**config.mk**
```make
export PLATFORM = sky130hd
export DESIGN_NAME = fill_line_store
export DESIGN_NICKNAME = d
export VERILOG_FILES = /design/src/source/mhq_pkg.sv /design/src/source/fill_line_store.sv
export SDC_FILE = /design/constraint.sdc
export NUM_CORES = 1
export LEC_CHECK = 0
export BUFFER_PORTS_ARGS = -buffer_cell sky130_fd_sc_hd__buf_2
export CORE_MARGIN = 2
export CORE_UTILIZATION = 50
export CTS_BUF_LIST = sky130_fd_sc_hd__clkbuf_2 sky130_fd_sc_hd__clkbuf_4 sky130_fd_sc_hd__clkbuf_8
export DETAILED_ROUTE_END_ITERATION = 10
export GPL_ROUTABILITY_DRIVEN = 0
export PLACE_DENSITY_LB_ADDON = 0.05
export SLEW_MARGIN = 15
export SYNTH_ARGS = -nofsm -noshare
export SYNTH_HDL_FRONTEND = slang
export SYNTH_SLANG_ARGS = --single-unit
```
**constraint.sdc**
```tcl
create_clock -name clk -period 6.3 [get_ports clk]
set_input_delay 1.26 -clock clk [delete_from_list [all_inputs] [get_ports clk]]
set_output_delay 1.26 -clock clk [all_outputs]
set_load 0.02 [all_outputs]
```
**src/source/mhq_pkg.sv**
```systemverilog
// Miss path shared definitions
// Widths, depths, the cache line union and the structs passed between
// the miss queue, the CCU and the fill store

package mhq_pkg;

    // Address and line geometry
    localparam int ADDR_WIDTH        = 10;
    localparam int WORD_SIZE         = 4;
    localparam int LINE_SIZE         = 16;
    localparam int OFFSET_WIDTH      = 4;
    localparam int LINE_ADDR_WIDTH   = 6;
    localparam int BYTE_OFFSET_WIDTH = 2;
    localparam int WORD_SEL_WIDTH    = OFFSET_WIDTH - BYTE_OFFSET_WIDTH;
    localparam int WORDS_PER_LINE    = LINE_SIZE / WORD_SIZE;

    // Miss queue
    localparam int MHQ_DEPTH     = 4;
    localparam int MHQ_TAG_WIDTH = 2;

    // Backing memory with one word per entry
    localparam int MEM_LATENCY   = 6;
    localparam int LAT_CNT_WIDTH = 3;
    localparam int MEM_WORDS     = 2 ** (ADDR_WIDTH - BYTE_OFFSET_WIDTH);

    // Direct-mapped fill store
    localparam int FILL_SETS        = 8;
    localparam int FILL_INDEX_WIDTH = 3;
    localparam int FILL_TAG_WIDTH   = LINE_ADDR_WIDTH - FILL_INDEX_WIDTH;

    typedef logic [ADDR_WIDTH-1:0]      addr_t;
    typedef logic [LINE_ADDR_WIDTH-1:0] line_addr_t;
    typedef logic [MHQ_TAG_WIDTH-1:0]   mhq_tag_t;
    typedef logic [8*WORD_SIZE-1:0]     word_t;
    typedef logic [WORD_SIZE-1:0]       byte_sel_t;
    typedef logic [LINE_SIZE-1:0]       line_mask_t;

    // Byte view for merging, word view for the read port
    typedef union packed {
        logic [LINE_SIZE-1:0][7:0]  bytes;
        word_t [WORDS_PER_LINE-1:0] words;
    } cacheline_u;

    typedef struct packed {
        logic      en;
        logic      we;
        addr_t     addr;
        word_t     data;
        byte_sel_t byte_sel;
    } mhq_enq_t;

    typedef struct packed {
        logic       valid;
        mhq_tag_t   tag;
        line_addr_t line_addr;
        logic       dirty;
        cacheline_u store_data;
        line_mask_t store_mask;
    } mhq_fill_t;

    typedef struct packed {
        logic       done;
        line_addr_t line_addr;
        cacheline_u data;
    } ccu_resp_t;

endpackage

```
**src/source/fill_line_store.sv**
```systemverilog
// Fill line store
// Merges fetched lines with queued store bytes and keeps the result in a
// small direct-mapped store that is read one word at a time

`timescale 1ns/1ps

module fill_line_store (
    input  logic               clk,
    input  logic               n_rst,

    input  mhq_pkg::mhq_fill_t i_fill,
    input  mhq_pkg::ccu_resp_t i_ccu_resp,

    input  mhq_pkg::addr_t     i_rd_addr,
    output logic               o_rd_hit,
    output mhq_pkg::word_t     o_rd_data
);

    typedef struct packed {
        logic                                dirty;
        logic [mhq_pkg::FILL_TAG_WIDTH-1:0]  tag;
        mhq_pkg::cacheline_u                 line;
    } fill_set_t;

    fill_set_t                             sets [mhq_pkg::FILL_SETS];
    logic [mhq_pkg::FILL_SETS-1:0]         set_valid;

    mhq_pkg::cacheline_u                   merged_line;
    logic [mhq_pkg::FILL_INDEX_WIDTH-1:0]  wr_index;
    logic [mhq_pkg::FILL_TAG_WIDTH-1:0]    wr_tag;

    mhq_pkg::line_addr_t                   rd_line_addr;
    logic [mhq_pkg::FILL_INDEX_WIDTH-1:0]  rd_index;
    logic [mhq_pkg::FILL_TAG_WIDTH-1:0]    rd_tag;
    logic [mhq_pkg::WORD_SEL_WIDTH-1:0]    rd_word;

    // Store bytes win over memory bytes
    always_comb begin
        for (int i = 0; i < mhq_pkg::LINE_SIZE; i++) begin
            merged_line.bytes[i] = i_fill.store_mask[i] ? i_fill.store_data.bytes[i]
                                                        : i_ccu_resp.data.bytes[i];
        end
    end

    assign wr_index = i_ccu_resp.line_addr[mhq_pkg::FILL_INDEX_WIDTH-1:0];
    assign wr_tag   = i_ccu_resp.line_addr[mhq_pkg::LINE_ADDR_WIDTH-1:mhq_pkg::FILL_INDEX_WIDTH];

    always_ff @(posedge clk or negedge n_rst) begin
        if (!n_rst) begin
            set_valid <= '0;
        end else if (i_ccu_resp.done) begin
            set_valid[wr_index] <= 1'b1;
        end
    end

    // Whatever held the set before is simply replaced
    always_ff @(posedge clk) begin
        if (i_ccu_resp.done) begin
            sets[wr_index].dirty <= i_fill.dirty;
            sets[wr_index].tag   <= wr_tag;
            sets[wr_index].line  <= merged_line;
        end
    end

    assign rd_line_addr = i_rd_addr[mhq_pkg::ADDR_WIDTH-1:mhq_pkg::OFFSET_WIDTH];
    assign rd_index     = rd_line_addr[mhq_pkg::FILL_INDEX_WIDTH-1:0];
    assign rd_tag       = rd_line_addr[mhq_pkg::LINE_ADDR_WIDTH-1:mhq_pkg::FILL_INDEX_WIDTH];
    assign rd_word      = i_rd_addr[mhq_pkg::OFFSET_WIDTH-1:mhq_pkg::BYTE_OFFSET_WIDTH];

    assign o_rd_hit  = set_valid[rd_index] && (sets[rd_index].tag == rd_tag);
    assign o_rd_data = sets[rd_index].line.words[rd_word];

    // Queue head and CCU must agree on the line being filled
    a_fill_line_matches: assert property (@(posedge clk) disable iff (!n_rst)
        i_fill.valid |-> (i_fill.line_addr == i_ccu_resp.line_addr));

endmodule

```
==> impl_metrics.tcl <==
set metrics [dict create \
    hold_buffers 0 \
    io_buffers 321 \
    cp_common_cell "buf_12" \
    cap_violations 0 \
    report.power.total_mw 14.9 \
    crit_slowest_cell "mux4_2" \
    num_io_pins 334 \
    htree_num_levels 4 \
    cts_resized 0 \
    skew_ns 0 \
    seqPwrFrac_pct 54.3 \
    cts_setup_buffers 0 \
    yosys.area.top_type "edfxtp_1" \
    synth_seq_area_share_pct 75.5 \
    post-place-ws_ns 1.11 \
    min_period_over_period_pct 81.7 \
    start_kind "input port" \
    ys_async_sr_fraction_pct 0.758 \
    rows 106 \
    ir_worst_vdd_v 0.000170 \
    grt_use_total_pct 22.3 \
    synth_top_cell_area_share_pct 75.0 \
    cts_tree "yes" \
    finalHoldViolCount 0 \
    placed_area_sq_mm 0.0452 \
    critPathKind "input port to output port" \
    syn-num-nets 2186 \
    design_area_sq_mm 0.0485 \
    via_count 20400 \
    rsz0062_at_grt "false" \
    viasPerCell 5.77 \
    ff2ff_setup_slack_ns 5.51 \
    initial_utilization_pct 50.3 \
    crit_fanout 39 \
    cp_slowest_stage_delay_ns 0.53 \
    grt_pass1_wl_um 138000 \
    synth_edf_count 1048 \
    cts_root_buf "clkbuf_8" \
    die_y_um 294 \
    end_kind "output port" \
    ys_warn_count 0 \
    antenna_found_initial 4 \
    routed_wl_um 95100 \
    num-nets-final 2622 \
    drt_iter0_markers 1431 \
    areaGrowthSynthToFinish_pct 15.5 \
    yosys-top-cells-count "edfxtp_1, mux4_2, mux2_2" \
    place_inst 3230 \
    setup_violations 0 \
    ant_nets 0 \
    crit_cells 8 \
    syn_avg_cell_area_sq_um 22.3 \
    synth.distinct_cells 25 \
    dieWidth_um 294 \
    slew_viol_final 0 \
    worst-path-buf-inv 4 \
    r2r-end "set_valid[7]" \
    p_sw_share_pct 22.2 \
    synth.ff_latch_count 1056 \
    synthCells 1885 \
    clock_path_buffers 3 \
    hpwl_um 53200 \
    yosys-top-cells-area "edfxtp_1, mux4_2, mux2_2, mux2i_1, a211oi_1" \
    worstPathCellList "buf_8, buf_12, buf_12, mux4_2, mux2_2, a211oi_1, a21oi_1, buf_2" \
    layout_min_cycle_time_ns 5.15 \
    worst_slew_pin_slew_ns 1.04 \
    synthFlopType "edfxtp_1" \
    core_sq_mm 0.0834 \
    max_freq_ghz 0.194 \
    crit_required_ns 5.04 \
    min_path_type "input port to asynchronous set/reset pin" \
    final_core_util_pct 58.1 \
    clk_pin_slew_worst_paths_ns 0.06 \
    avgRoutedWirePerCell_um 26.9 \
    reg2regPathDepth 1 \
    design.die.area_sq_mm 0.0863 \
    pwr_density_cell_mw_per_mm2 307 \
    grt_max_degree 105 \
    power_leakage_nw 16.1 \
    drcViolationCount 0 \
    switching_power_mw 3.30 \
    insertion_delay_ns 0.81 \
    cts.sinks 1056 \
    fin_cells 3532 \
    r2r_start "set_valid[7]" \
    p_int_mw 11.6 \
    p_comb_share_pct 7.7 \
    numCtsBuffers 169 \
    globalRouteOverflowTotal 0 \
    status "complete, no violations" \
    crit_family "buffers and inverters" \
    synth_most_common_cell "edfxtp_1" \
    drive_above_1_share_pct 45.3 \
    first_global_vias 21900 \
    cp.arrival_ns 3.89 \
    synth_area_sq_mm 0.0420 \
    drt_first_pass_iters 6 \
    clock_power_share_pct 38.0 \
    slew_headroom_pct 31.0 \
    layout_setup_ws_ns 1.15 \
]
per-layer routing:
metal  global-route usage, %  vias to the layer above  wire (um)
met1                    30.3                    10900      40500
met2                    36.9                      576      47600
met4                    6.40                        2       1780
met3                    4.65                      135       5210
met5                       0                        -         20
li1                        -                     8827          -
worst max-delay path by stage:
| stage | start | end | slack (ns) |
|---|---|---|---|
| floorplan | i_ccu_resp[128] | set_valid[2] | -1.33 |
| global placement | i_rd_addr[4] | o_rd_data[2] | 1.12 |
| detailed placement | i_rd_addr[4] | o_rd_data[2] | 1.11 |
| CTS | i_rd_addr[4] | o_rd_data[2] | 1.11 |
| global route | i_rd_addr[4] | o_rd_data[2] | 0.94 |
| finish | i_rd_addr[4] | o_rd_data[2] | 1.15 |
state kept, by name, indices dropped and copies added, names as in the netlist:
register and cells:
set_valid 8, sets 1048
cell type report:
class / count / area [sq um]
Fill cell: 6210 / 34900
Clock buffer: 233 / 2860
Multi-Input combinational cell: 718 / 9830
Sequential cell: 1056 / 31700
Timing Repair Buffer: 376 / 2360
Clock inverter: 67 / 417
Antenna cell: 2 / 5.00
Tap cell: 1080 / 1350
kinds of logic after synthesis:
| group | count (synthesis) | synth area share, % |
|---|---|---|
| AND/OR/NAND/NOR | 94 | 0.960 |
| multiplexers | 524 | 20.9 |
| XOR/XNOR | 3 | 0.0626 |
| flip-flops | 1056 | 75.5 |
| buffers and inverters | 111 | 1.28 |
| AO/OA/AOI/OAI | 97 | 1.35 |
metrics by stage:
step                      setup TNS, ns  hold slack (ns)
after floorplan                 -434.91            0.434
after global placement                0            0.446
after detailed placement              0            0.450
after CTS                             0            0.205
after global routing                  0            0.233
final                                 0            0.282
power groups by stage:
stage | combinational (mW) | clock (mW) | sequential, mW
4_1_cts | 1.18 | 5.81 | 8.09
6_report | 1.15 | 5.66 | 8.09
5_1_grt | 1.24 | 6.10 | 8.10
3_5_place_dp | 1.17 | 0 | 8.23
2_1_floorplan | 0.712 | 0 | 8.23
3_3_place_gp | 1.15 | 0 | 8.22
cell usage in the layout (no fill, tap or decap), types with 6 or more instances in the layout:
cell type	netlist	layout
clkbuf_4	0	55
nor2_1	39	33
o21ai_0	32	32
nor2_4	0	6
mux4_2	262	262
mux2i_1	70	70
edfxtp_1	1048	1048
mux2_2	192	192
a21oi_1	32	32
clkbuf_8	0	179
buf_4	11	32
dfrtp_1	8	8
or2_2	8	8
buf_12	0	24
nand2_1	36	36
clkinv_2	0	16
inv_8	0	6
clkinv_1	0	37
buf_2	22	316
a211oi_1	32	32
Note: power is estimated with default switching activity, not from simulation.
