## src/source/mhq_pkg.sv

```systemverilog
// Miss path shared definitions
// Widths, depths, the cache line union and the structs passed between
// the miss queue, the CCU and the fill store

package mhq_pkg;

    // Address and line geometry
    localparam int ADDR_WIDTH        = 10;
    localparam int WORD_SIZE         = 4;
    localparam int LINE_SIZE         = 16;
    localparam int OFFSET_WIDTH      = 4;
    localparam int LINE_ADDR_WIDTH   = 6;
    localparam int BYTE_OFFSET_WIDTH = 2;
    localparam int WORD_SEL_WIDTH    = OFFSET_WIDTH - BYTE_OFFSET_WIDTH;
    localparam int WORDS_PER_LINE    = LINE_SIZE / WORD_SIZE;

    // Miss queue
    localparam int MHQ_DEPTH     = 4;
    localparam int MHQ_TAG_WIDTH = 2;

    // Backing memory with one word per entry
    localparam int MEM_LATENCY   = 6;
    localparam int LAT_CNT_WIDTH = 3;
    localparam int MEM_WORDS     = 2 ** (ADDR_WIDTH - BYTE_OFFSET_WIDTH);

    // Direct-mapped fill store
    localparam int FILL_SETS        = 8;
    localparam int FILL_INDEX_WIDTH = 3;
    localparam int FILL_TAG_WIDTH   = LINE_ADDR_WIDTH - FILL_INDEX_WIDTH;

    typedef logic [ADDR_WIDTH-1:0]      addr_t;
    typedef logic [LINE_ADDR_WIDTH-1:0] line_addr_t;
    typedef logic [MHQ_TAG_WIDTH-1:0]   mhq_tag_t;
    typedef logic [8*WORD_SIZE-1:0]     word_t;
    typedef logic [WORD_SIZE-1:0]       byte_sel_t;
    typedef logic [LINE_SIZE-1:0]       line_mask_t;

    // Byte view for merging, word view for the read port
    typedef union packed {
        logic [LINE_SIZE-1:0][7:0]  bytes;
        word_t [WORDS_PER_LINE-1:0] words;
    } cacheline_u;

    typedef struct packed {
        logic      en;
        logic      we;
        addr_t     addr;
        word_t     data;
        byte_sel_t byte_sel;
    } mhq_enq_t;

    typedef struct packed {
        logic       valid;
        mhq_tag_t   tag;
        line_addr_t line_addr;
        logic       dirty;
        cacheline_u store_data;
        line_mask_t store_mask;
    } mhq_fill_t;

    typedef struct packed {
        logic       done;
        line_addr_t line_addr;
        cacheline_u data;
    } ccu_resp_t;

endpackage

```

## src/source/miss_handling_queue.sv

```systemverilog
// Miss handling queue
// Allocates an entry per missing line, merges later loads and stores to
// the same line, and retires the head entry when the CCU returns its line

`timescale 1ns/1ps

module miss_handling_queue (
    input  logic                clk,
    input  logic                n_rst,

    input  mhq_pkg::mhq_enq_t   i_enq,
    output mhq_pkg::mhq_tag_t   o_enq_tag,
    output logic                o_mhq_full,

    input  mhq_pkg::ccu_resp_t  i_ccu_resp,
    output logic                o_ccu_en,
    output mhq_pkg::line_addr_t o_ccu_addr,

    output mhq_pkg::mhq_fill_t  o_fill
);

    typedef struct packed {
        logic                dirty;
        mhq_pkg::line_addr_t line_addr;
        mhq_pkg::cacheline_u store_data;
        mhq_pkg::line_mask_t store_mask;
    } mhq_entry_t;

    mhq_entry_t                       entries [mhq_pkg::MHQ_DEPTH];
    logic [mhq_pkg::MHQ_DEPTH-1:0]    entry_valid;

    // Extra top bit tells a full queue from an empty one
    logic [mhq_pkg::MHQ_TAG_WIDTH:0]  head_ptr;
    logic [mhq_pkg::MHQ_TAG_WIDTH:0]  tail_ptr;
    mhq_pkg::mhq_tag_t                head_idx;
    mhq_pkg::mhq_tag_t                tail_idx;
    logic                             mhq_full;

    mhq_pkg::line_addr_t              enq_line_addr;
    logic [mhq_pkg::OFFSET_WIDTH-1:0] enq_offset;
    mhq_pkg::line_mask_t              enq_store_mask;
    mhq_pkg::cacheline_u              enq_line;
    logic [mhq_pkg::MHQ_DEPTH-1:0]    merge_sel;
    mhq_pkg::mhq_tag_t                merge_tag;
    mhq_pkg::mhq_tag_t                enq_tag;
    logic                             merge_hit;
    logic                             merging;
    logic                             allocating;
    logic                             filling;

    assign head_idx = head_ptr[mhq_pkg::MHQ_TAG_WIDTH-1:0];
    assign tail_idx = tail_ptr[mhq_pkg::MHQ_TAG_WIDTH-1:0];
    assign mhq_full = (head_ptr[mhq_pkg::MHQ_TAG_WIDTH] != tail_ptr[mhq_pkg::MHQ_TAG_WIDTH])
                      && (head_idx == tail_idx);

    assign filling = i_ccu_resp.done;

    assign enq_line_addr = i_enq.addr[mhq_pkg::ADDR_WIDTH-1:mhq_pkg::OFFSET_WIDTH];
    assign enq_offset    = i_enq.addr[mhq_pkg::OFFSET_WIDTH-1:0];

    // Store bytes move to their offset in the line and loads set no mask bits
    always_comb begin
        enq_store_mask = '0;
        if (i_enq.we) begin
            enq_store_mask = {{(mhq_pkg::LINE_SIZE-mhq_pkg::WORD_SIZE){1'b0}}, i_enq.byte_sel}
                             << enq_offset;
        end
        enq_line = {{(8*(mhq_pkg::LINE_SIZE-mhq_pkg::WORD_SIZE)){1'b0}}, i_enq.data}
                   << {enq_offset, 3'b000};
    end

    // Head entry being retired this cycle is not a merge target
    always_comb begin
        merge_tag = '0;
        for (int i = 0; i < mhq_pkg::MHQ_DEPTH; i++) begin
            merge_sel[i] = entry_valid[i] && (entries[i].line_addr == enq_line_addr)
                           && !(filling && (head_idx == mhq_pkg::mhq_tag_t'(i)));
            if (merge_sel[i]) begin
                merge_tag = mhq_pkg::mhq_tag_t'(i);
            end
        end
    end

    assign merge_hit  = |merge_sel;
    assign merging    = i_enq.en && merge_hit;
    assign allocating = i_enq.en && !merge_hit && !mhq_full;
    assign enq_tag    = merge_hit ? merge_tag : tail_idx;

    assign o_enq_tag  = enq_tag;
    assign o_mhq_full = mhq_full;

    // Fetch request for the oldest waiting line
    assign o_ccu_en   = entry_valid[head_idx];
    assign o_ccu_addr = entries[head_idx].line_addr;

    always_comb begin
        o_fill.valid      = filling;
        o_fill.tag        = head_idx;
        o_fill.line_addr  = entries[head_idx].line_addr;
        o_fill.dirty      = entries[head_idx].dirty;
        o_fill.store_data = entries[head_idx].store_data;
        o_fill.store_mask = entries[head_idx].store_mask;
    end

    always_ff @(posedge clk or negedge n_rst) begin
        if (!n_rst) begin
            entry_valid <= '0;
        end else begin
            if (filling) begin
                entry_valid[head_idx] <= 1'b0;
            end
            if (allocating) begin
                entry_valid[tail_idx] <= 1'b1;
            end
        end
    end

    // A store keeps the entry dirty until it retires
    always_ff @(posedge clk) begin
        if (allocating) begin
            entries[tail_idx].line_addr  <= enq_line_addr;
            entries[tail_idx].dirty      <= i_enq.we;
            entries[tail_idx].store_mask <= enq_store_mask;
        end else if (merging) begin
            entries[merge_tag].dirty      <= entries[merge_tag].dirty | i_enq.we;
            entries[merge_tag].store_mask <= entries[merge_tag].store_mask | enq_store_mask;
        end
        if (merging || allocating) begin
            for (int j = 0; j < mhq_pkg::LINE_SIZE; j++) begin
                if (enq_store_mask[j]) begin
                    entries[enq_tag].store_data.bytes[j] <= enq_line.bytes[j];
                end
            end
        end
    end

    always_ff @(posedge clk or negedge n_rst) begin
        if (!n_rst) begin
            head_ptr <= '0;
            tail_ptr <= '0;
        end else begin
            if (filling) begin
                head_ptr <= head_ptr + 1'b1;
            end
            if (allocating) begin
                tail_ptr <= tail_ptr + 1'b1;
            end
        end
    end

    // Source may only strobe waiting lines while the queue is full
    a_no_new_line_when_full: assert property (@(posedge clk) disable iff (!n_rst)
        !(i_enq.en && !merge_hit && mhq_full));

    // CCU only completes a fetch that the head entry asked for
    a_fill_needs_valid_head: assert property (@(posedge clk) disable iff (!n_rst)
        filling |-> entry_valid[head_idx]);

endmodule

```

## config.mk

```make
export PLATFORM = sky130hd
export DESIGN_NAME = miss_handling_queue
export DESIGN_NICKNAME = d
export VERILOG_FILES = /design/src/source/mhq_pkg.sv /design/src/source/miss_handling_queue.sv
export SDC_FILE = /design/constraint.sdc
export NUM_CORES = 1
export LEC_CHECK = 0
export ABC_AREA = 1
export BUFFER_PORTS_ARGS = -buffer_cell sky130_fd_sc_hd__buf_2
export CORE_MARGIN = 10
export CORE_UTILIZATION = 40
export CTS_BUF_LIST = sky130_fd_sc_hd__clkbuf_16
export DETAILED_ROUTE_END_ITERATION = 8
export GPL_TIMING_DRIVEN = 0
export SKIP_CTS_REPAIR_TIMING = 1
export SLEW_MARGIN = 20
export SYNTH_ARGS = -nofsm -noshare
export SYNTH_HDL_FRONTEND = slang
export SYNTH_SLANG_ARGS = --single-unit
```

## constraint.sdc

```tcl
create_clock -name clk -period 5.4 [get_ports clk]
set_clock_uncertainty 0.2 [all_clocks]
set_input_delay 0.81 -clock clk [delete_from_list [all_inputs] [get_ports clk]]
set_output_delay 0.81 -clock clk [all_outputs]
set_load 0.02 [all_outputs]
```

==> flow_metrics.py <==
metrics = {
    "run_status": {
        "status": "completed",
    },
    "clock_network": {
        "path_clk_slew_ns": 0.06,
        "cts_htree_levels": 3,
        "insertion_delay_ns": 0.61,
        "cts_root_buf": "clkbuf_16",
        "clk_path_buf_depth": 3,
        "cts_tree": "yes",
        "numCtsBuffers": 66,
        "cts_sinks": 614,
    },
    "placement": {
        "port_buffers": 211,
        "finalWeightedCongestion": 0.999,
        "dp_hpwl_mm": 67.0,
    },
    "pwr": {
        "clkPwrFrac_pct": 24.9,
        "p_leak_nw": 11.5,
        "p_per_area_nw_per_um2": 543,
        "total_power_mw": 16.9,
        "power_frac_seq_pct": 33.7,
        "p_switching_mw": 7.19,
        "swShare_pct": 42.5,
        "ir_drop_uv": 353,
        "power_frac_comb_pct": 41.4,
        "internal_power_mw": 9.73,
    },
    "sta": {
        "maxSlewHeadroom_pct": 17.8,
        "setup_viol": 0,
        "hold_violations": 0,
        "whs_ns": 0.299,
        "period_share_pct": 95.1,
        "fmax_mhz": 195,
        "worst_slew_pin_slew_ns": 1.22,
        "report.final.slew_viol_count": 0,
        "finalCriticalPeriod_ns": 5.14,
        "rsz0062_at_grt": "false",
    },
    "logic_synthesis": {
        "synth_fa_ha_area_share_pct": 0.373,
        "syn-instance-count": 2478,
        "avgSynthCellArea_um2": 10.8,
        "syn_nets": 2671,
        "synth-xor-area-share_pct": 0.424,
        "synth_warnings": 0,
        "syn-cell-area_um2": 26900,
        "synthMuxAreaShare_pct": 0.186,
        "synth_top_family_by_area": "simple AND/OR/NAND/NOR gates",
        "yosys.area_share.simple_pct": 14.7,
        "ys_seq_elements": 614,
        "synth-compound-area-share_pct": 11.7,
        "synth_cell_types": 36,
        "seq_area_frac_synth_pct": 68.4,
    },
    "worst_hold_path": {
        "worstHoldEndpoint": "tail_ptr[2]",
        "min_from": "tail_ptr[2]",
        "whs_path_depth": 1,
        "hold_class": "flip-flop to flip-flop",
    },
    "floorplan": {
        "core_area_um2": 66200,
        "die-area_um2": 77900,
        "fp.dieH_um": 279,
        "initial_utilization_pct": 40.6,
        "core.rowCount": 94,
        "die_w_um": 279,
        "pin_count": 349,
    },
    "setup_path": {
        "critPathKind": "flip-flop to output pin",
        "ff2ff_setup_slack_ns": 0.33,
        "cp-end-kind": "output pin",
        "r2r_end": "entries[2][59]",
        "reg2reg_depth": 13,
        "cp.arrival_ns": 4.13,
        "required_ns": 4.39,
        "r2r_start": "head_ptr[0]",
        "crit_path_start_kind": "flip-flop",
        "crit_fanout": 10,
    },
    "job": {
        "cap_violations": 0,
    },
    "drt": {
        "vias": 20600,
        "wl_mm": 91.8,
        "drtPass1Iterations": 6,
        "wl_per_cell_um": 25.0,
        "antenna_left": 0,
        "drc": 0,
        "drt_iter0_markers": 2453,
        "viasPerCell": 5.61,
    },
    "final_layout": {
        "layout_commonest_cell": "edfxtp_1",
        "final_cell_mix": "604 x edfxtp_1, 547 x nor2_1, 336 x nand2_1, 330 x o21ai_0, 225 x buf_2",
        "syn2layout_area_growth_pct": 16.0,
        "drive_gt1_share_pct": 14.9,
        "finalNetCount": 2954,
    },
    "global_route": {
        "grt_pass1_vias": 19800,
        "grt_pass1_wl_mm": 132,
        "antenna_found_initial": 2,
        "grt_max_degree": 15,
        "overflow": 0,
        "grt.total_usage_pct": 22.8,
    },
}
-- final cells by class --
cell class | count | area (um^2)
sequential | 614 | 18400
fill | 6045 | 35100
tap | 864 | 1080
clock inverter | 49 | 304
antenna | 4 | 10.0
inverter | 101 | 382
clock buffer | 68 | 1700
multi-input combinational | 1593 | 7440
timing repair buffer | 216 | 1120
buffer | 169 | 733
-- worst max-delay path by stage --
stage,cells past startpoint,endpoint,start
after floorplan,16,entries[0][0],head_ptr[0]
after detailed placement,16,entries[0][120],head_ptr[0]
after CTS,16,entries[0][123],head_ptr[0]
final,6,o_fill[106],head_ptr[0]
after global routing,16,entries[2][82],head_ptr[0]
after global placement,16,entries[2][8],head_ptr[0]
-- state kept, by name, summed over array words and instances, names as in the netlist --
| signal | cells |
|---|---|
| entries | 604 |
| tail_ptr | 3 |
| entry_valid | 4 |
| head_ptr | 3 |
-- power by group through the flow --
stage	Sequential [mW]	Combinational, mW	Clock [mW]
4_1_cts	5.69	6.99	4.26
3_3_place_gp	5.79	6.86	0
3_5_place_dp	5.79	6.96	0
5_1_grt	5.71	7.48	4.47
2_1_floorplan	5.75	3.98	0
6_report	5.69	7.00	4.22
-- synthesized netlist by cell type --
cell      instances  area (um^2)
inv_2            11         41.3
buf_6             2         22.5
nand3_2           2         20.0
nor2_4            3         33.8
buf_2            14         70.1
nor2_8            1         20.0
inv_4             1         6.26
o22ai_1         150          938
or2_2            15         93.8
a21boi_0          1         7.51
nor2_1          578         2170
mux2i_1           5         50.1
clkinv_1          2         7.51
nand3_1          26          130
buf_12            1         20.0
xor2_1            4         35.0
xnor2_1           9         78.8
nor3_1            1         5.00
nand3b_2          1         11.3
inv_1            87          327
a21boi_1          1         7.51
a21o_1            1         7.51
nand2_4          13          146
nor2_2            4         25.0
dfrtp_1          10          250
buf_4            13         97.6
o21ai_0         332         1660
o32ai_1           4         35.0
ha_1              8          100
clkbuf_1        132          495
nand2_1         336         1260
nand2_2           6         37.5
edfxtp_1        604        18100
a21oi_1          68          340
buf_1             8         30.0
a31oi_1          24          150
-- critical path, cell delays in order (launching register included) --
cell and delay (ns):
dfrtp_1 0.52, clkbuf_1 0.75, clkbuf_1 0.83, clkbuf_1 0.54, nor2_1 0.10, o22ai_1 0.47, buf_2 0.27
-- stage by stage --
step | setup WS, ns | setup TNS (ns) | instance area (um^2) | utilization [%] | instances
after global placement | -0.603 | -65.33 | 29000 | 43.8 | 3553
after floorplan | 1.54 | 0 | 26900 | - | 2478
after global routing | 0.163 | 0 | 31200 | 47.1 | 3676
final | 0.262 | 0 | 31200 | 47.1 | 3678
after CTS | -0.415 | -54.67 | 31100 | 46.9 | 3674
after detailed placement | -0.392 | -47.45 | 29100 | 43.9 | 3557
-- logic make-up (layout without fill, tap and decap cells) --
family | Yosys count | in the layout
compound gates | 581 | 581
xor+xnor | 13 | 13
fa+ha+maj | 8 | 8
buf+inv | 271 | 603
flops | 614 | 614
mux | 5 | 5
other cells | 0 | 4
simple gates | 986 | 986
-- layer usage --
metal	global-route usage, %	vias to the layer above	routed length (um)
li1	-	9264	-
met1	30.1	10200	37400
met2	36.2	1024	42500
met3	5.18	165	8720
met4	8.39	0	3110
met5	0	-	0
No activity file was read; power rests on OpenSTA's default activity.
